$ cat src/logic/oramPkg.sv
// ----------------------------------------------------------
// Fixed geometry: 4 levels, 8 leaves, 2 slots per bucket
// One DRAM beat carries exactly one bucket slot
// ----------------------------------------------------------
package oramPkg;

	// ----------------------------------------------------------
	// Tree geometry
	// ----------------------------------------------------------
	localparam int treeLevels = 4;
	localparam int bucketSlots = 2;
	localparam int leafWidth = 3;
	localparam int addrWidth = 3;
	localparam int dataWidth = 16;
	// Heap order, root is bucket 0
	localparam int bucketAddrWidth = 4;
	localparam int entryWidth = 1 + addrWidth + leafWidth + dataWidth;
	localparam int stashDepth = 8;

	// Derived sizes
	localparam int pathBeats = treeLevels * bucketSlots;
	localparam int levelWidth = $clog2(treeLevels);
	localparam int slotWidth = $clog2(bucketSlots);
	localparam int beatWidth = $clog2(pathBeats);
	localparam int stashIdxWidth = $clog2(stashDepth);

	// Nonzero start value of the leaf generator
	localparam logic [15:0] leafSeed = 16'hACE1;

	// ----------------------------------------------------------
	// Bucket entry, MSB first: valid, addr, leaf, data
	// ----------------------------------------------------------
	typedef struct packed {
		logic valid;
		logic [addrWidth-1:0] addr;
		logic [leafWidth-1:0] leaf;
		logic [dataWidth-1:0] data;
	} oramEntry;

	typedef enum logic {opRead, opWrite} oramOp;
	typedef enum logic {dramRead, dramWrite} dramOp;

	typedef enum logic [2:0] {
		idle, readCmd, readData, serve, evict, writeCmd, writeData
	} backendState;

endpackage

$ cat src/logic/pathBackend.sv
// ----------------------------------------------------------
// Command fields must stay stable while beValid is high;
// beReady pulses on the last write beat of the path
// ----------------------------------------------------------
module pathBackend import oramPkg::*; (
	input logic Clock,
	input logic rstN,
	input oramOp beCmd,
	input logic [addrWidth-1:0] beAddr,
	input logic [leafWidth-1:0] oldLeaf,
	input logic [leafWidth-1:0] newLeaf,
	input logic beValid,
	output logic beReady,
	input logic [dataWidth-1:0] storeData,
	input logic storeValid,
	output logic storeReady,
	output logic [dataWidth-1:0] loadData,
	output logic loadValid,
	input logic loadReady,
	output logic [bucketAddrWidth-1:0] DRAMAddress,
	output dramOp DRAMCommand,
	output logic DRAMCommandValid,
	input logic DRAMCommandReady,
	input logic [entryWidth-1:0] bufData,
	input logic bufValid,
	output logic bufReady,
	output logic [entryWidth-1:0] DRAMWriteData,
	output logic DRAMWriteDataValid,
	input logic DRAMWriteDataReady
);

	backendState state;
	logic [levelWidth-1:0] level;
	logic [beatWidth-1:0] beatCnt;
	logic [slotWidth-1:0] slot;
	oramEntry wrData;
	oramEntry bufEntry;

	// Stash side
	logic hit;
	logic [stashIdxWidth-1:0] hitIndex;
	logic [dataWidth-1:0] stashData;
	logic stWriteEn;
	logic [stashIdxWidth-1:0] stWriteIndex;
	oramEntry stWriteEntry;
	logic [stashIdxWidth-1:0] freeIndex;
	logic evictValid;
	oramEntry evictEntry;
	logic serveDone;
	logic lastSlot;

	// Heap-order bucket on the path to leaf at the given level
	function automatic logic [bucketAddrWidth-1:0] bucketOf(
		input logic [leafWidth-1:0] leaf,
		input logic [levelWidth-1:0] lvl
	);
		logic [bucketAddrWidth-1:0] base;
		logic [bucketAddrWidth-1:0] offs;
		base = (bucketAddrWidth'(1) << lvl) - 1'b1;
		offs = bucketAddrWidth'(leaf >> (leafWidth - lvl));
		return base + offs;
	endfunction

	assign bufEntry = oramEntry'(bufData);
	assign lastSlot = (slot == slotWidth'(bucketSlots - 1));

	// ----------------------------------------------------------
	// Serve step
	// ----------------------------------------------------------
	assign loadValid = (state == serve) && (beCmd == opRead);
	// Never-written block reads as zero
	assign loadData = hit ? stashData : '0;
	assign storeReady = (state == serve) && (beCmd == opWrite);
	assign serveDone = (beCmd == opWrite) ? storeReady && storeValid : loadValid && loadReady;

	// Stash write: path fill during readData, remap during serve
	always_comb begin
		stWriteEn = 1'b0;
		stWriteIndex = freeIndex;
		stWriteEntry = bufEntry;
		if (state == readData) begin
			stWriteEn = bufValid && bufEntry.valid;
		end else if (state == serve) begin
			stWriteEn = serveDone;
			stWriteIndex = hit ? hitIndex : freeIndex;
			stWriteEntry.valid = 1'b1;
			stWriteEntry.addr = beAddr;
			stWriteEntry.leaf = newLeaf;
			stWriteEntry.data = (beCmd == opWrite) ? storeData : loadData;
		end
	end

	// ----------------------------------------------------------
	// DRAM side
	// ----------------------------------------------------------
	assign DRAMCommandValid = (state == readCmd) || (state == writeCmd);
	assign DRAMCommand = (state == writeCmd) ? dramWrite : dramRead;
	assign DRAMAddress = bucketOf(oldLeaf, level);
	assign bufReady = (state == readData);
	assign DRAMWriteDataValid = (state == writeData);
	assign DRAMWriteData = wrData;
	assign beReady = (state == writeData) && DRAMWriteDataReady && lastSlot && (level == '0);

	// Sequencer
	always_ff @(posedge Clock or negedge rstN) begin
		if (!rstN) begin
			state <= idle;
			level <= '0;
			beatCnt <= '0;
			slot <= '0;
		end else begin
			case (state)
				idle: begin
					if (beValid) begin
						state <= readCmd;
						level <= '0;
					end
				end
				// Root to leaf
				readCmd: begin
					if (DRAMCommandReady) begin
						if (level == levelWidth'(treeLevels - 1)) begin
							state <= readData;
							beatCnt <= '0;
						end else begin
							level <= level + 1'b1;
						end
					end
				end
				readData: begin
					if (bufValid) begin
						if (beatCnt == beatWidth'(pathBeats - 1)) begin
							state <= serve;
						end else begin
							beatCnt <= beatCnt + 1'b1;
						end
					end
				end
				serve: begin
					if (serveDone) begin
						state <= evict;
						level <= levelWidth'(treeLevels - 1);
						slot <= '0;
					end
				end
				// Command goes out once per bucket, before its first beat
				evict: state <= (slot == '0) ? writeCmd : writeData;
				writeCmd: begin
					if (DRAMCommandReady) begin
						state <= writeData;
					end
				end
				writeData: begin
					if (DRAMWriteDataReady) begin
						state <= evict;
						if (lastSlot) begin
							slot <= '0;
							// Leaf back up to root
							if (level == '0) begin
								state <= idle;
							end else begin
								level <= level - 1'b1;
							end
						end else begin
							slot <= slot + 1'b1;
						end
					end
				end
				default: state <= idle;
			endcase
		end
	end

	// Latch the chosen block, or an empty slot
	always_ff @(posedge Clock) begin
		if (state == evict) begin
			wrData <= evictValid ? evictEntry : '0;
		end
	end

	stash blockStash (
		.Clock(Clock),
		.rstN(rstN),
		.lookupAddr(beAddr),
		.hit(hit),
		.hitIndex(hitIndex),
		.readData(stashData),
		.writeEn(stWriteEn),
		.writeIndex(stWriteIndex),
		.writeEntry(stWriteEntry),
		.freeIndex(freeIndex),
		.evictLeaf(oldLeaf),
		.evictLevel(level),
		.evictValid(evictValid),
		.evictIndex(),
		.evictEntry(evictEntry),
		.clearEn((state == evict) && evictValid)
	);

endmodule

$ cat src/logic/pathOramTop.sv
// ----------------------------------------------------------
// Client and DRAM ports only; no encryption or write mask
// ----------------------------------------------------------
module pathOramTop import oramPkg::*; (
	input logic Clock,
	input logic rstN,
	input oramOp Cmd,
	input logic [addrWidth-1:0] PAddr,
	input logic CmdValid,
	output logic CmdReady,
	input logic [dataWidth-1:0] DataIn,
	input logic DataInValid,
	output logic DataInReady,
	output logic [dataWidth-1:0] DataOut,
	output logic DataOutValid,
	input logic DataOutReady,
	output logic [bucketAddrWidth-1:0] DRAMAddress,
	output dramOp DRAMCommand,
	output logic DRAMCommandValid,
	input logic DRAMCommandReady,
	input logic [entryWidth-1:0] DRAMReadData,
	input logic DRAMReadDataValid,
	output logic [entryWidth-1:0] DRAMWriteData,
	output logic DRAMWriteDataValid,
	input logic DRAMWriteDataReady
);

	// ----------------------------------------------------------
	// Frontend to backend
	// ----------------------------------------------------------
	oramOp beCmd;
	logic [addrWidth-1:0] beAddr;
	logic [leafWidth-1:0] oldLeaf;
	logic [leafWidth-1:0] newLeaf;
	logic beValid;
	logic beReady;
	logic [dataWidth-1:0] storeData;
	logic storeValid;
	logic storeReady;
	logic [dataWidth-1:0] loadData;
	logic loadValid;
	logic loadReady;

	// Read buffer to backend
	logic [entryWidth-1:0] bufData;
	logic bufValid;
	logic bufReady;

	posMapFrontend frontEnd (
		.Clock(Clock),
		.rstN(rstN),
		.Cmd(Cmd),
		.PAddr(PAddr),
		.CmdValid(CmdValid),
		.CmdReady(CmdReady),
		.DataIn(DataIn),
		.DataInValid(DataInValid),
		.DataInReady(DataInReady),
		.DataOut(DataOut),
		.DataOutValid(DataOutValid),
		.DataOutReady(DataOutReady),
		.beCmd(beCmd),
		.beAddr(beAddr),
		.oldLeaf(oldLeaf),
		.newLeaf(newLeaf),
		.beValid(beValid),
		.beReady(beReady),
		.storeData(storeData),
		.storeValid(storeValid),
		.storeReady(storeReady),
		.loadData(loadData),
		.loadValid(loadValid),
		.loadReady(loadReady)
	);

	pathBackend backEnd (
		.Clock(Clock),
		.rstN(rstN),
		.beCmd(beCmd),
		.beAddr(beAddr),
		.oldLeaf(oldLeaf),
		.newLeaf(newLeaf),
		.beValid(beValid),
		.beReady(beReady),
		.storeData(storeData),
		.storeValid(storeValid),
		.storeReady(storeReady),
		.loadData(loadData),
		.loadValid(loadValid),
		.loadReady(loadReady),
		.DRAMAddress(DRAMAddress),
		.DRAMCommand(DRAMCommand),
		.DRAMCommandValid(DRAMCommandValid),
		.DRAMCommandReady(DRAMCommandReady),
		.bufData(bufData),
		.bufValid(bufValid),
		.bufReady(bufReady),
		.DRAMWriteData(DRAMWriteData),
		.DRAMWriteDataValid(DRAMWriteDataValid),
		.DRAMWriteDataReady(DRAMWriteDataReady)
	);

	// DRAM return data, path deep
	pathReadBuffer pathBuf (
		.Clock(Clock),
		.rstN(rstN),
		.inData(DRAMReadData),
		.inValid(DRAMReadDataValid),
		.outData(bufData),
		.outValid(bufValid),
		.outReady(bufReady)
	);

endmodule

$ cat src/logic/pathReadBuffer.sv
// ----------------------------------------------------------
// Holds one full path; the DRAM side has no back-pressure
// ----------------------------------------------------------
module pathReadBuffer import oramPkg::*; (
	input logic Clock,
	input logic rstN,
	input logic [entryWidth-1:0] inData,
	input logic inValid,
	output logic [entryWidth-1:0] outData,
	output logic outValid,
	input logic outReady
);

	logic [entryWidth-1:0] mem [pathBeats];
	logic [beatWidth-1:0] wrPtr;
	logic [beatWidth-1:0] rdPtr;
	logic [beatWidth:0] count;
	logic pop;

	assign outValid = (count != '0);
	assign outData = mem[rdPtr];
	assign pop = outValid && outReady;

	// Pointers wrap naturally at path depth
	always_ff @(posedge Clock or negedge rstN) begin
		if (!rstN) begin
			wrPtr <= '0;
			rdPtr <= '0;
			count <= '0;
		end else begin
			if (inValid) begin
				wrPtr <= wrPtr + 1'b1;
			end
			if (pop) begin
				rdPtr <= rdPtr + 1'b1;
			end
			count <= count + (beatWidth + 1)'(inValid) - (beatWidth + 1)'(pop);
		end
	end

	// Visible at the output one cycle after the write
	always_ff @(posedge Clock) begin
		if (inValid) begin
			mem[wrPtr] <= inData;
		end
	end

endmodule

$ cat src/logic/posMapFrontend.sv
// ----------------------------------------------------------
// One access in flight; CmdReady returns after the backend
// finishes and any read result has been taken
// ----------------------------------------------------------
module posMapFrontend import oramPkg::*; (
	input logic Clock,
	input logic rstN,
	input oramOp Cmd,
	input logic [addrWidth-1:0] PAddr,
	input logic CmdValid,
	output logic CmdReady,
	input logic [dataWidth-1:0] DataIn,
	input logic DataInValid,
	output logic DataInReady,
	output logic [dataWidth-1:0] DataOut,
	output logic DataOutValid,
	input logic DataOutReady,
	output oramOp beCmd,
	output logic [addrWidth-1:0] beAddr,
	output logic [leafWidth-1:0] oldLeaf,
	output logic [leafWidth-1:0] newLeaf,
	output logic beValid,
	input logic beReady,
	output logic [dataWidth-1:0] storeData,
	output logic storeValid,
	input logic storeReady,
	input logic [dataWidth-1:0] loadData,
	input logic loadValid,
	output logic loadReady
);

	// Position map, one leaf per program block
	logic [leafWidth-1:0] posMap [2**addrWidth];
	logic [$bits(leafSeed)-1:0] lfsr;
	logic [$bits(leafSeed)-1:0] shiftA;
	logic [$bits(leafSeed)-1:0] shiftB;
	logic [$bits(leafSeed)-1:0] lfsrNext;

	logic busy;
	// Backend handshake seen, waiting on result drain
	logic beDone;
	// Write command taken but its data beat not yet
	logic wantData;
	logic cmdFire;
	logic dataFire;

	// ----------------------------------------------------------
	// Xorshift leaf generator, free running
	// ----------------------------------------------------------
	always_comb begin
		shiftA = lfsr ^ (lfsr << 7);
		shiftB = shiftA ^ (shiftA >> 9);
		lfsrNext = shiftB ^ (shiftB << 8);
	end

	assign CmdReady = !busy;
	assign cmdFire = CmdValid && CmdReady;
	// Data beat may ride along with its command
	assign DataInReady = !storeValid && (wantData || (cmdFire && Cmd == opWrite));
	assign dataFire = DataInValid && DataInReady;
	// Single result slot toward the client
	assign loadReady = !DataOutValid;

	// Control state
	always_ff @(posedge Clock or negedge rstN) begin
		if (!rstN) begin
			lfsr <= leafSeed;
			busy <= 1'b0;
			beValid <= 1'b0;
			beDone <= 1'b0;
			wantData <= 1'b0;
			storeValid <= 1'b0;
			DataOutValid <= 1'b0;
			for (int i = 0; i < 2**addrWidth; i++) begin
				posMap[i] <= '0;
			end
		end else begin
			lfsr <= lfsrNext;
			if (cmdFire) begin
				busy <= 1'b1;
				beValid <= 1'b1;
				// Remap now, old leaf goes out with the command
				posMap[PAddr] <= lfsr[leafWidth-1:0];
			end
			if (dataFire) begin
				wantData <= 1'b0;
			end else if (cmdFire) begin
				wantData <= (Cmd == opWrite);
			end
			if (beValid && beReady) begin
				beValid <= 1'b0;
				beDone <= 1'b1;
			end
			// Release only once the read result has left
			if (beDone && !DataOutValid) begin
				busy <= 1'b0;
				beDone <= 1'b0;
			end
			if (dataFire) begin
				storeValid <= 1'b1;
			end else if (storeValid && storeReady) begin
				storeValid <= 1'b0;
			end
			if (loadValid && loadReady) begin
				DataOutValid <= 1'b1;
			end else if (DataOutValid && DataOutReady) begin
				DataOutValid <= 1'b0;
			end
		end
	end

	// Payload registers
	always_ff @(posedge Clock) begin
		if (cmdFire) begin
			beCmd <= Cmd;
			beAddr <= PAddr;
			oldLeaf <= posMap[PAddr];
			newLeaf <= lfsr[leafWidth-1:0];
		end
		if (dataFire) begin
			storeData <= DataIn;
		end
		if (loadValid && loadReady) begin
			DataOut <= loadData;
		end
	end

endmodule

$ cat src/logic/stash.sv
// ----------------------------------------------------------
// No overflow check; 8 blocks total fit in 8 entries
// ----------------------------------------------------------
module stash import oramPkg::*; (
	input logic Clock,
	input logic rstN,
	input logic [addrWidth-1:0] lookupAddr,
	output logic hit,
	output logic [stashIdxWidth-1:0] hitIndex,
	output logic [dataWidth-1:0] readData,
	input logic writeEn,
	input logic [stashIdxWidth-1:0] writeIndex,
	input oramEntry writeEntry,
	output logic [stashIdxWidth-1:0] freeIndex,
	input logic [leafWidth-1:0] evictLeaf,
	input logic [levelWidth-1:0] evictLevel,
	output logic evictValid,
	output logic [stashIdxWidth-1:0] evictIndex,
	output oramEntry evictEntry,
	input logic clearEn
);

	oramEntry entries [stashDepth];
	logic [stashDepth-1:0] valid;
	logic [stashDepth-1:0] pathMatch;

	// Leaves share the path down to evictLevel
	always_comb begin
		for (int i = 0; i < stashDepth; i++) begin
			pathMatch[i] = (entries[i].leaf >> (leafWidth - evictLevel)) ==
				(evictLeaf >> (leafWidth - evictLevel));
		end
	end

	// ----------------------------------------------------------
	// Priority encoders, lowest index wins
	// ----------------------------------------------------------
	always_comb begin
		hit = 1'b0;
		hitIndex = '0;
		freeIndex = '0;
		evictValid = 1'b0;
		evictIndex = '0;
		// Walk downward so the last assignment is the lowest match
		for (int i = stashDepth - 1; i >= 0; i--) begin
			if (valid[i] && entries[i].addr == lookupAddr) begin
				hit = 1'b1;
				hitIndex = stashIdxWidth'(i);
			end
			if (!valid[i]) begin
				freeIndex = stashIdxWidth'(i);
			end
			if (valid[i] && pathMatch[i]) begin
				evictValid = 1'b1;
				evictIndex = stashIdxWidth'(i);
			end
		end
	end

	assign readData = entries[hitIndex].data;
	assign evictEntry = entries[evictIndex];

	// Valid bits
	always_ff @(posedge Clock or negedge rstN) begin
		if (!rstN) begin
			valid <= '0;
		end else if (writeEn) begin
			valid[writeIndex] <= writeEntry.valid;
		end else if (clearEn) begin
			valid[evictIndex] <= 1'b0;
		end
	end

	// Entry storage
	always_ff @(posedge Clock) begin
		if (writeEn) begin
			entries[writeIndex] <= writeEntry;
		end
	end

endmodule

$ cat config.mk
export PLATFORM = sky130hd
export DESIGN_NAME = pathOramTop
export DESIGN_NICKNAME = d
export VERILOG_FILES = /design/src/logic/oramPkg.sv /design/src/logic/pathBackend.sv /design/src/logic/pathOramTop.sv /design/src/logic/pathReadBuffer.sv /design/src/logic/posMapFrontend.sv /design/src/logic/stash.sv
export SDC_FILE = /design/constraint.sdc
export NUM_CORES = 1
export LEC_CHECK = 0
export ABC_AREA = 1
export BUFFER_PORTS_ARGS = -buffer_cell sky130_fd_sc_hd__clkbuf_2
export CORE_UTILIZATION = 41
export DETAILED_ROUTE_END_ITERATION = 8
export PLACE_DENSITY_LB_ADDON = 0.15
export SETUP_SLACK_MARGIN = 0.05
export SYNTH_ARGS = -nofsm -noshare
export SYNTH_HDL_FRONTEND = slang
export SYNTH_SLANG_ARGS = --single-unit
$ cat constraint.sdc
create_clock -name Clock -period 3.3 [get_ports Clock]
set_clock_uncertainty 0.15 [all_clocks]
set_input_delay 0.165 -clock Clock [delete_from_list [all_inputs] [get_ports Clock]]
set_output_delay 0.165 -clock Clock [all_outputs]
set_load 0.05 [all_outputs]
=== Word level (Yosys, flattened, before mapping) ===
Memory sizes are Yosys's and may differ from the RTL's. A register that Yosys moved wholly into a read port is not among the register bits.
Index checks and enable logic that the tools add are counted.

* Bits in latches: 0
* Bits of input ports: 51
* Memories: 2
* Bits in registers: 115
* RAM bits: 368
* Logic and storage cells: 269
* Memory bits (read-only): 0

* Reduce and logical (&&, ||, !) cells: 59
* Multiply operators: 0
* Equality and inequality tests: 36
* Bitwise operators: 7
* $lt $le $gt $ge: 6
* Muxes and demuxes: 108
* Shift-type cells: 11
* Add/subtract/negate cells: 11
* Divide/modulo/power cells: 0

{| class="wikitable"
|+ Memory list
! name !! words !! width !! rd ports !! clocked after Yosys merged registers in !! write ports !! line !! RTL
|-
| backEnd.blockStash.entries || 8 || 23 || 10 || 1 || 1 || stash.sv:23 || <nowiki>oramEntry entries [stashDepth];</nowiki>
|-
| pathBuf.mem || 8 || 23 || 1 || 0 || 1 || pathReadBuffer.sv:14 || <nowiki>logic [entryWidth-1:0] mem [pathBeats];</nowiki>
|}

{| class="wikitable"
|+ Operators by type and width
! cell !! count
|-
| $shr 3x32->3 || 9
|-
| $mux 3 || 44
|-
| $eq 3x3->1 || 16
|-
| $mux 23 || 2
|-
| $mux 1 || 40
|-
| $logic_and 1x1->1 || 36
|-
| $mux 16 || 2
|-
| $shr 3x32->4 || 1
|-
| $xor 16x16->16 || 2
|-
| $bwmux 24 || 1
|-
| $pmux 3 s7 || 1
|-
| $ne 2x2->1 const B || 9
|-
| $reduce_bool 2->1 || 9
|-
| $mux 2 || 8
|-
| $mux 8 || 2
|-
| $reduce_and 8->1 || 2
|-
| $xor 16x7->16 || 1
|-
| $eq 3x3->1 const B || 4
|-
| $add 3x1->3 const B || 3
|-
| $bmux 3 s3 || 1
|-
| $demux 3 s3 || 1
|-
| $and 8x8->8 || 1
|-
| $bwmux 8 || 1
|-
| $lt 3x4->1 const B || 2
|-
| other kinds (30) || 40
|}

=== Logic depth before layout (Yosys ltp) ===
Gate-level depths: netlist of the first run.

* Depth in word-level cells: 20
* Depth in mapped cells: 23
* Gate-level depth less buffers: 20

=== Cells and area by module ===
A second synthesis of the first run with hierarchy kept.

* Cell total of the unflattened synthesis: 2,952
* Area, all modules: 25,974.9 um^2

{| class="wikitable"
|+ By module, submodules not included
! module !! times used !! sequential area each (um^2) !! area each (um^2) !! cells each
|-
| stash || 1 || 5,725.5 || 11,325.9 || 1,396
|-
| pathReadBuffer || 1 || 5,775.5 || 8,569.5 || 862
|-
| posMapFrontend || 1 || 2,422.3 || 3,587.2 || 360
|-
| pathBackend || 1 || 915.9 || 2,492.4 || 334
|}

=== Worst setup path after synthesis of the first run ===
Ideal clock, no wire load.

* Kind: register to register
* From: register frontEnd.busy
* To: register frontEnd.storeData[0] (enable)
* Setup slack: 217 ps
* Library setup time: 364 ps
* Clock period less this slack: 3,083 ps
* Required time: 2,786 ps
* Stages on the path, launching flop included: 8
* Arrival: 2,569 ps
* Cells stage by stage: dfrtp_1 nor2_1 inv_1 o21ai_0 inv_1 nor2_1 nand2_1 inv_1

* Cells in the longest elaborated chain, start to end: 6

{| class="wikitable"
|+ RTL lines
! element !! line !! RTL
|-
| start: declaration || posMapFrontend.sv:39 || <nowiki>logic busy;</nowiki>
|-
| start signal: assignment || posMapFrontend.sv:68 || <nowiki>busy <= 1'b0;</nowiki>
|-
| start signal: assignment || posMapFrontend.sv:80 || <nowiki>busy <= 1'b1;</nowiki>
|-
| start signal: assignment || posMapFrontend.sv:96 || <nowiki>busy <= 1'b0;</nowiki>
|-
| $logic_not 1->1 || posMapFrontend.sv:56 || <nowiki>assign CmdReady = !busy;</nowiki>
|-
| $logic_and 1x1->1 || posMapFrontend.sv:57 || <nowiki>assign cmdFire = CmdValid && CmdReady;</nowiki>
|-
| net frontEnd.cmdFire || posMapFrontend.sv:44 || <nowiki>logic cmdFire;</nowiki>
|-
| $logic_and 1x1->1 || posMapFrontend.sv:59 || <nowiki>assign DataInReady = !storeValid && (wantData || (cmdFire && Cmd == opWrite));</nowiki>
|-
| $logic_or 1x1->1 || posMapFrontend.sv:59 ||
|-
| $logic_and 1x1->1 || posMapFrontend.sv:59 ||
|-
| net DataInReady || pathOramTop.sv:13 || <nowiki>output logic DataInReady,</nowiki>
|-
| $logic_and 1x1->1 || posMapFrontend.sv:60 || <nowiki>assign dataFire = DataInValid && DataInReady;</nowiki>
|-
| net frontEnd.dataFire || posMapFrontend.sv:45 || <nowiki>logic dataFire;</nowiki>
|-
| end signal: assignment || posMapFrontend.sv:121 || <nowiki>storeData <= DataIn;</nowiki>
|-
| end: declaration || posMapFrontend.sv:24 || <nowiki>output logic [dataWidth-1:0] storeData,</nowiki>
|}

The timed path passes the listed nets, and every way through them passes these cells.
A chain may end at the register's enable or synchronous reset.

=== Worst setup path after layout of the first run ===
* From: register backEnd.level[0]
* To: output DRAMAddress[3]

* Cells in the longest elaborated chain, start to end: 3
* Elaborated cells between the ends (all ways): 5
* Those cells by class: add/sub: 3; shift: 2

{| class="wikitable"
|+ RTL lines
! element !! line !! RTL
|-
| start: declaration || pathBackend.sv:33 || <nowiki>logic [levelWidth-1:0] level;</nowiki>
|-
| start signal: assignment || pathBackend.sv:126 || <nowiki>level <= level + 1'b1;</nowiki>
|-
| start signal: assignment || pathBackend.sv:142 || <nowiki>level <= levelWidth'(treeLevels - 1);</nowiki>
|-
| start signal: assignment || pathBackend.sv:162 || <nowiki>level <= level - 1'b1;</nowiki>
|-
| $sub 2x2->3 or $shl 1x2->4 (tied branches) || pathBackend.sv:60, pathBackend.sv:59 ||
|-
| $shr 3x32->4 or $sub 4x1->4 (tied branches) || pathBackend.sv:60, pathBackend.sv:59 ||
|-
| $add 4x4->4 (*) || pathBackend.sv:61 || <nowiki>return base + offs;</nowiki>
|-
| end: declaration || pathOramTop.sv:17 || <nowiki>output logic [bucketAddrWidth-1:0] DRAMAddress,</nowiki>
|}

Every way passes the cells marked *; elsewhere a longest branch is shown, timed or not.

==> results of run 1 <==
==> what timing repair did <==
item	in CTS	in global routing
endpoints found under the hold margin	301	0
cloned	0	6
setup endpoints to repair	4	251
pin swaps	5	10
buffers inserted	16	10
resized for setup	16	33
hold buffers	50	0
==> stage by stage <==
step	total power, µW	hold slack [ps]	util, %	area (µm²)
floorplan	16200	-281	-	23400
global placement	20100	102	44.7	25200
detailed placement	20200	107	44.7	25200
CTS	26300	71.3	48.8	27500
global route	28300	104	49.5	27900
finish	26900	110	49.5	27900
==> path summary, 6_finish.rpt <==
| path | startpoint | end | slack (ps) | cells past startpoint |
|---|---|---|---|---|
| setup / recovery | backEnd.level[0] | DRAMAddress[3] | 140 | 9 |
| hold / removal | DataIn[6] | frontEnd.storeData[6] | 110 | 2 |
| setup reg to reg | frontEnd.beAddr[2] | backEnd.blockStash.entries[0][15] | 240 | 15 |
| hold reg to reg | frontEnd.posMap[21] | frontEnd.posMap[21] | 330 | 2 |
| max in group asynchronous | rstN | frontEnd.lfsr[15] | 2030 | 3 |
| min in group asynchronous | rstN | backEnd.blockStash.valid[0] | 120 | 2 |
==> routing by layer <==
metal  wire length [µm]  part of all wire, %  vias to the layer above
met5                  0                    0                        -
met3               5520                  7.7                      132
li1                   -                    -                     8433
met2              33400                   47                      820
met1              30400                   43                     8825
met4               1940                  2.7                        0
==> state kept, by name (all words and copies together) (netlist names), 2 cells and up <==
register,cells
backEnd.state,3
backEnd.DRAMWriteData,23
pathBuf.count,4
frontEnd.lfsr,16
frontEnd.posMap,24
backEnd.blockStash.entries,184
pathBuf.wrPtr,3
frontEnd.newLeaf,3
frontEnd.beAddr,3
frontEnd.storeData,16
pathBuf.mem,184
backEnd.beatCnt,3
pathBuf.rdPtr,3
frontEnd.oldLeaf,3
frontEnd.DataOut,16
backEnd.level,2
backEnd.blockStash.valid,8
==> final cells by class <==
type                            instances  area, µm²  share of cell area (%)
Sequential cell                       506      14800                    53.2
Multi-Input combinational cell       1512       7540                    27.0
Timing Repair Buffer                  268       2350                    8.42
Clock buffer                           72       1450                    5.19
Tap cell                              756        946                    3.39
Inverter                              143        556                    1.99
Clock inverter                         28        201                   0.722
Antenna cell                            2       5.00                  0.0179
==> cell families (layout without fill, tap and decap cells) <==
family | after synthesis | in the layout
and+or+nand+nor | 1212 | 1212
DFF | 506 | 506
buffers and inverters | 273 | 511
AOI/OAI and AO/OA | 242 | 242
other | 0 | 2
adders and majority gates | 15 | 15
xor gates and xnor gates | 43 | 43
==> power groups by stage <==
stage / Combinational (µW) / Sequential (µW) / Clock (µW)
after floorplan: 6590 / 9640 / 0
after detailed placement: 10900 / 9320 / 0
after CTS: 11300 / 9180 / 5840
after global placement: 10800 / 9320 / 0
final: 11900 / 9190 / 5730
after global routing: 12900 / 9270 / 6090
==> cell usage in the layout, fill, tap and decap left out, types with 61 or more instances in the layout <==
master,count
sky130_fd_sc_hd__nor2_1,182
sky130_fd_sc_hd__nand4_1,79
sky130_fd_sc_hd__clkbuf_2,97
sky130_fd_sc_hd__buf_4,86
sky130_fd_sc_hd__clkbuf_16,61
sky130_fd_sc_hd__edfxtp_1,433
sky130_fd_sc_hd__o21ai_0,124
sky130_fd_sc_hd__inv_1,127
sky130_fd_sc_hd__nand3_1,385
sky130_fd_sc_hd__nand2_1,499
sky130_fd_sc_hd__dfrtp_1,62
==> Yosys cell counts (all sizes together) <==
| master | number |
|---|---|
| o211ai | 10 |
| or2 | 7 |
| o221ai | 28 |
| o22ai | 8 |
| xnor2 | 18 |
| a211oi | 3 |
| buf | 69 |
| nor3 | 6 |
| dfrtp | 65 |
| clkinv | 2 |
| nor2 | 206 |
| ha | 13 |
| fa | 2 |
| nand4 | 79 |
| o2111ai | 2 |
| inv | 141 |
| xor2 | 25 |
| clkbuf | 61 |
| nand3b | 5 |
| o21ai | 132 |
| nand2 | 514 |
| a22o | 1 |
| dfstp | 8 |
| and2 | 2 |
| o31ai | 2 |
| edfxtp | 433 |
| a31oi | 9 |
| o21a | 1 |
| a32oi | 1 |
| nand3 | 393 |
| a21oi | 45 |
==> worst reg2reg max path, delay by kind of cell (launching register included) <==
family,cells,cell delay [ps]
and+or+nand+nor,9,1130
buffers and inverters,5,820
DFF,1,540
xor gates and xnor gates,1,140
==> impl_table.tex, run 1 <==
\begin{tabular}{lr}
\hline
Metric & Value \\
\hline
\multicolumn{2}{l}{\textbf{Run status}} \\
\quad Status & finished, violations left \\
\quad Violations in the final reports & DRC \\
\multicolumn{2}{l}{\textbf{Layout}} \\
\quad Fin cells & around 3,300 \\
\quad Proportion of layout cells with a drive suffix above 1 & 15.1\% \\
\quad Layout fillers & 5,246 \\
\quad Area delta synth->final & 19.3\% \\
\quad Total number of nets in the final design & $\sim$2,600 \\
\multicolumn{2}{l}{\textbf{Synthesis}} \\
\quad Total number of yosys warnings & 0 \\
\quad Top cells by area, synth & sky130\_fd\_sc\_hd\_\_edfxtp\_1 56\%, sky130\_fd\_sc\_hd\_\_nand3\_1 8.4\%, sky130\_fd\_sc\_hd\_\_nand2\_1 8.1\%, sky130\_fd\_sc\_hd\_\_dfrtp\_1 7.0\%, sky130\_fd\_sc\_hd\_\_nor2\_1 3.1\% \\
\quad Main combinational cell family by area after synthesis & simple AND/OR/NAND/NOR gates \\
\quad Mux contribution to synthesized area & 0\% \\
\quad Avg Inst Size Synth & slightly above 10 µm² \\
\quad Share of synthesized cell area in and, or, nand and nor gates & between 20 and 25\% \\
\quad Share of synthesized area occupied by flip-flops and latches & a little under two thirds \\
\quad Synth Area in XOR/XNOR & around 1.6\% \\
\quad Post-synthesis cell type with the largest combined area & sky130\_fd\_sc\_hd\_\_edfxtp\_1 \\
\quad Post-synthesis compound-gate area fraction & around 6\% \\
\quad Share of the synthesized area in the top cell type & $\sim$56\% \\
\quad Post-synthesis cell type count & 44 \\
\quad Net count after synthesis & $\sim$2,400 \\
\quad Flops \& latches, synth & around 500 \\
\quad Count of mapped cells out of synthesis & roughly 2,300 \\
\quad Synth Area in Adders & less than 1\% \\
\quad Post-synth design cell area & between 20,000 and 25,000 µm² \\
\multicolumn{2}{l}{\textbf{Critical path}} \\
\quad Combined buffer and inverter count along the critical path & 3 \\
\quad CP Capture Type & output pin \\
\quad Max Fanout on Critical Path & 18 \\
\quad Crit Path Category & reg -> out \\
\quad Standard cell with the maximum stage delay on the critical path & sky130\_fd\_sc\_hd\_\_dfrtp\_2 \\
\quad Cell breakdown of the critical path & buf\_4 -> nand2\_2 -> inv\_4 -> nand2\_1 -> ha\_1 -> fa\_2 -> xnor2\_2 -> xor2\_2 -> clkbuf\_16 \\
\quad Crit path largest cell delay & between 400 and 500 ps \\
\quad Data arrival, critical path & around 2800 ps \\
\quad Critical path required time & between 2000 and 3000 ps \\
\quad CP Launch Type & flip-flop \\
\quad Dominant delay contributor by cell family on the critical path & adder cells \\
\multicolumn{2}{l}{\textbf{GRT}} \\
\quad Antenna violations before repair & 4 \\
\quad Congestion Overflow GR & 0 \\
\quad Via count of the first global-routing pass & 17,500 \\
\quad Met3 track demand over resource in global routing & roughly 3.8\% \\
\quad Total global-route track usage & between 20\% and 30\% \\
\quad Met1 track demand over resource in global routing & 33.7\% \\
\quad First-pass GRT wire length & around 110 mm \\
\quad Pin count of the biggest net entering global routing & 70 \\
\quad Peak-usage layer in the global routing report & met2 \\
\quad Met2 track utilization from global routing & about two fifths \\
\multicolumn{2}{l}{\textbf{Power}} \\
\quad Portion of total power attributed to the clock network & 21.4\% \\
\quad Switching share of total power & about 42\% \\
\quad Part of the total power dissipated in combinational logic & $\sim$44\% \\
\quad Cell-internal power & between 15,000 and 20,000 µW \\
\quad IR drop worst, VDD & roughly 0.66 mV \\
\quad Net switching power & $\sim$11,000 µW \\
\quad Sequential group share of total power & between 30\% and 40\% \\
\quad Leakage & approximately 0.011 µW \\
\quad Areal power density over the cells & a little under 1000 nW/µm² \\
\multicolumn{2}{l}{\textbf{Timing}} \\
\quad Total negative slack & 0 ps \\
\quad Worst max-slew margin expressed relative to the limit & 31.1\% \\
\quad Maximum clock rate & 317 MHz \\
\quad Setup Viol. Count Final & 0 \\
\quad Worst Tran Pin Value & between 1000 and 1500 ps \\
\quad Final critical-path setup slack & 143 ps \\
\quad Final cycle utilization of the critical path & between 90\% and 100\% \\
\quad Setup repair after global routing missed its margin & true \\
\quad Max Slew Vio Count & 0 \\
\quad Count of endpoints failing hold in the final timing report & 0 \\
\quad Final critical-path required period & roughly 3200 ps \\
\multicolumn{2}{l}{\textbf{Die}} \\
\quad Die Wd & between 200 and 250 µm \\
\quad Top Ports & 100 \\
\quad Standard cell core area & 56,400 µm² \\
\quad Die outline area & a little under 60,000 µm² \\
\quad Starting density of the core & about two fifths \\
\quad Vertical die dimension & between 200 and 250 µm \\
\quad Num rows & 87 \\
\multicolumn{2}{l}{\textbf{Clock network}} \\
\quad Total CTS buffers & between 50 and 60 \\
\quad Insertion delay to the later sink of the worst-skew pair & about 630 ps \\
\quad Htree depth & 2 \\
\quad Count of clock tree sinks & 506 \\
\quad CTS max path bufs & 3 \\
\quad Clock tree from TritonCTS & yes \\
\quad Clock transition at path regs & 60 ps \\
\quad Clock tree root buffer cell & sky130\_fd\_sc\_hd\_\_clkbuf\_16 \\
\multicolumn{2}{l}{\textbf{Placement}} \\
\quad Post-Place Cells & a little over 3,000 \\
\quad Worst setup slack before clock tree synthesis & between 70 and 80 ps \\
\quad Number of buffer cells added on primary ports & slightly below 100 \\
\quad Post-detail-place hpwl & $\sim$43 mm \\
\quad Weighted congestion at the end of routability-driven global placement & 0.882 \\
\multicolumn{2}{l}{\textbf{Route}} \\
\quad Antenna Nets Post-Route & 0 \\
\quad DRC violation total after the first TritonRoute iteration & 1,912 \\
\quad Total wire length & between 70 and 80 mm \\
\quad Routed vias/inst & between 5 and 6 \\
\quad Routed wire length per instance & approximately 22 µm \\
\quad Number of vias in the routed layout & about 18,000 \\
\quad Number of detailed-routing iterations run before antenna repair & 8 \\
\quad DRC errors left & 2 \\
\multicolumn{2}{l}{\textbf{Run}} \\
\quad Max-cap viol count & 0 \\
\multicolumn{2}{l}{\textbf{Worst hold path}} \\
\quad Worst min-delay path category & in -> reg \\
\hline
\end{tabular}
No activity file was read; power rests on OpenSTA's default activity.
==> run 2: changes to the inputs <==
--- a/config.mk
+++ b/config.mk
@@ -6,7 +6,7 @@
 export NUM_CORES = 1
 export LEC_CHECK = 0
 export ABC_AREA = 1
-export BUFFER_PORTS_ARGS = -buffer_cell sky130_fd_sc_hd__clkbuf_2
+export BUFFER_PORTS_ARGS = -buffer_cell sky130_fd_sc_hd__buf_2
 export CORE_UTILIZATION = 41
 export DETAILED_ROUTE_END_ITERATION = 8
 export PLACE_DENSITY_LB_ADDON = 0.15
==> run 2 against run 1 <==
The flow still finishes with violations (DRC); worst hold slack got worse by 6.1 ps; global-route usage decreased by 0.17 points; clock power increased by 8.6%; non-clock buffer count increased by 9; routed wire length decreased by 2.1%; worst setup slack improved by 2.6 ps; final cell count increased by 0.37%; clock-buffer cell count decreased by 13; sequential share of layout area decreased by 0.15 points; critical endpoint is now backEnd.blockStash.entries[1][9]; largest cell class unchanged; largest power group unchanged.
==> impl_table.tex, run 2 (synthesis gave the netlist of run 1 again) <==
\begin{tabular}{lr}
\hline
Metric & Value \\
\hline
\multicolumn{2}{l}{\textbf{Critical path}} \\
\quad CP Launch Type & flip-flop (unchanged) \\
\quad Critical path required time & 3390 ps (was 2980 ps) \\
\quad Data arrival, critical path & 3250 ps (was 2840 ps) \\
\quad Crit Path Category & reg -> reg (was reg -> out) \\
\quad CP Capture Type & flip-flop (was output pin) \\
\quad Max Fanout on Critical Path & 18 (unchanged) \\
\multicolumn{2}{l}{\textbf{Timing}} \\
\quad Worst max-slew margin expressed relative to the limit & 32.3\% (was 31.1\%) \\
\quad Setup Viol. Count Final & 0 (unchanged) \\
\quad Fin Hold WS & 104 ps (was 110 ps) \\
\quad Total negative slack & 0 ps (unchanged) \\
\quad Final critical-path required period & 3150 ps (was 3160 ps) \\
\quad Setup repair after global routing missed its margin & false (was true) \\
\quad Max Slew Vio Count & 0 (unchanged) \\
\quad Maximum clock rate & 317 MHz (about the same) \\
\quad Worst Tran Pin Value & 1010 ps (was 1030 ps) \\
\quad Count of endpoints failing hold in the final timing report & 0 (unchanged) \\
\quad Final cycle utilization of the critical path & 95.6\% (was 95.7\%) \\
\multicolumn{2}{l}{\textbf{Clock network}} \\
\quad Clock tree root buffer cell & sky130\_fd\_sc\_hd\_\_clkbuf\_16 (unchanged) \\
\quad Htree depth & 2 (unchanged) \\
\quad Clock transition at path regs & 60 ps (about the same) \\
\quad Insertion delay to the later sink of the worst-skew pair & 620 ps (was 630 ps) \\
\quad Clock tree from TritonCTS & yes (unchanged) \\
\quad Count of clock tree sinks & 506 (unchanged) \\
\quad CTS max path bufs & 3 (unchanged) \\
\quad Total CTS buffers & 54 (unchanged) \\
\multicolumn{2}{l}{\textbf{GRT}} \\
\quad Antenna violations before repair & 3 (was 4) \\
\quad Pin count of the biggest net entering global routing & 70 (unchanged) \\
\quad First-pass GRT wire length & 106 mm (was 107 mm) \\
\quad Congestion Overflow GR & 0 (unchanged) \\
\quad Total global-route track usage & 24.3\% (was 24.5\%) \\
\quad Via count of the first global-routing pass & 17,400 (was 17,500) \\
\multicolumn{2}{l}{\textbf{Worst hold path}} \\
\quad Worst min-delay path category & in -> reg (unchanged) \\
\multicolumn{2}{l}{\textbf{Run status}} \\
\quad Status & finished, violations left (unchanged) \\
\quad Violations in the final reports & DRC (unchanged) \\
\multicolumn{2}{l}{\textbf{Placement}} \\
\quad Post-detail-place hpwl & 43.6 mm (was 43.3 mm) \\
\quad Post-DP Area & 25,200 µm² (about the same) \\
\quad Weighted congestion at the end of routability-driven global placement & 0.917 (was 0.882) \\
\quad Number of buffer cells added on primary ports & 99 (unchanged) \\
\multicolumn{2}{l}{\textbf{Route}} \\
\quad Antenna Nets Post-Route & 0 (unchanged) \\
\quad DRC violation total after the first TritonRoute iteration & 1,700 (was 1,912) \\
\quad DRC errors left & 2 (unchanged) \\
\quad Total wire length & 69.8 mm (was 71.3 mm) \\
\quad Number of vias in the routed layout & 18,200 (about the same) \\
\quad Routed vias/inst & 5.50 (was 5.54) \\
\quad Number of detailed-routing iterations run before antenna repair & 8 (unchanged) \\
\quad Routed wire length per instance & 21.1 µm (was 21.7 µm) \\
\multicolumn{2}{l}{\textbf{Layout}} \\
\quad Largest registers & backEnd.blockStash.entries: 184 flops, pathBuf.mem: 184 flops, frontEnd.posMap: 24 flops (unchanged) \\
\quad Layout Utilization & 49.6\% (was 49.5\%) \\
\quad Proportion of layout cells with a drive suffix above 1 & 15.3\% (was 15.1\%) \\
\quad Non-Filler Cell Area, Final & 28,000 µm² (was 27,900 µm²) \\
\quad Layout fillers & 5,234 (was 5,246) \\
\quad Leading cell type in the layout, fill and taps excluded & sky130\_fd\_sc\_hd\_\_nand2\_1 (unchanged) \\
\quad Area delta synth->final & 19.6\% (was 19.3\%) \\
\quad Top library cells by usage in the layout, fill and taps aside & 501 x sky130\_fd\_sc\_hd\_\_nand2\_1, 433 x sky130\_fd\_sc\_hd\_\_edfxtp\_1, 388 x sky130\_fd\_sc\_hd\_\_nand3\_1, 183 x sky130\_fd\_sc\_hd\_\_nor2\_1, 128 x sky130\_fd\_sc\_hd\_\_inv\_1 (was 499 x sky130\_fd\_sc\_hd\_\_nand2\_1, 433 x sky130\_fd\_sc\_hd\_\_edfxtp\_1, 385 x sky130\_fd\_sc\_hd\_\_nand3\_1, 182 x sky130\_fd\_sc\_hd\_\_nor2\_1, 127 x sky130\_fd\_sc\_hd\_\_inv\_1) \\
\quad Total number of nets in the final design & 2,561 (was 2,551) \\
\multicolumn{2}{l}{\textbf{Run}} \\
\quad Max-cap viol count & 0 (unchanged) \\
\multicolumn{2}{l}{\textbf{Power}} \\
\quad Areal power density over the cells & 960 nW/µm² (was 963 nW/µm²) \\
\quad Leakage & 0.0111 µW (about the same) \\
\quad IR drop worst, VDD & 1.16 mV (was 0.663 mV) \\
\quad Final Power & 26,900 µW (about the same) \\
\multicolumn{2}{l}{\textbf{Die}} \\
\quad Standard cell core area & 56,400 µm² (unchanged) \\
\quad Num rows & 87 (unchanged) \\
\quad Vertical die dimension & 241 µm (unchanged) \\
\quad Starting density of the core & 41.5\% (unchanged) \\
\quad Die Wd & 241 µm (unchanged) \\
\quad Die outline area & 58,000 µm² (unchanged) \\
\quad Top Ports & 100 (unchanged) \\
\hline
\end{tabular}
-- run 2: repair_timing --
action                                 CTS  global route
gates cloned                             1             1
setup endpoints to repair               17           297
pin swaps                                1             9
hold buffers                            50             0
gates resized for setup                 13            29
endpoints found under the hold margin  312             0
buffers inserted                        12            27
-- run 2: final timing paths --
kind	start	endpoint	slack (ps)	depth (start not counted)
max	frontEnd.beAddr[1]	backEnd.blockStash.entries[1][9]	150	12
min	DataIn[6]	frontEnd.storeData[6]	100	2
max reg2reg	frontEnd.beAddr[1]	backEnd.blockStash.entries[1][9]	150	12
min reg2reg	frontEnd.posMap[15]	frontEnd.posMap[15]	330	2
max in group asynchronous	rstN	frontEnd.lfsr[6]	2060	3
min in group asynchronous	rstN	backEnd.blockStash.valid[5]	170	2
-- run 2: metrics by stage --
stage,worst slack (ps),instances
after floorplan,217,2291
after global placement,108,3104
after detailed placement,57.6,3104
after CTS,16.0,3269
final,145,3299
after global routing,41.4,3299
-- run 2: critical path: stages (launching register included) --
cell and delay, ps:
sky130_fd_sc_hd__edfxtp_1 520, sky130_fd_sc_hd__buf_4 190, sky130_fd_sc_hd__xor2_1 140, sky130_fd_sc_hd__nor2_1 250, sky130_fd_sc_hd__nand3_2 180, sky130_fd_sc_hd__nand3_1 170
sky130_fd_sc_hd__buf_6 250, sky130_fd_sc_hd__buf_4 210, sky130_fd_sc_hd__nand3_1 80, sky130_fd_sc_hd__nand3_1 80, sky130_fd_sc_hd__nand2_1 160, sky130_fd_sc_hd__nand2_1 100
sky130_fd_sc_hd__nand3_1 290
-- run 2: per-layer routing --
layer	vias to the layer above	wire length (µm)	track usage [%]
li1	8453	-	-
met1	8845	31100	34.3
met2	738	32600	39.0
met3	118	4530	3.48
met4	0	1580	7.12
met5	-	0	0
-- run 2: area by class of cell --
cell class | instances | area, µm² | share of cell area [%]
multi-input cells | 1513 | 7510 | 26.9
clock buffers | 59 | 1370 | 4.90
clock inverters | 43 | 445 | 1.59
repair buffers | 277 | 2290 | 8.20
diodes | 2 | 5.00 | 0.0179
flip-flops and latches | 506 | 14800 | 53.1
inverters | 143 | 554 | 1.98
well taps | 756 | 946 | 3.38
-- run 2: power breakdown --
| part | internal, µW | switching, µW | total (µW) |
|---|---|---|---|
| combinational | 3350 | 8110 | 11500 |
| clock | 3630 | 2590 | 6220 |
| sequential | 8720 | 459 | 9180 |
| total | 15700 | 11200 | 26900 |
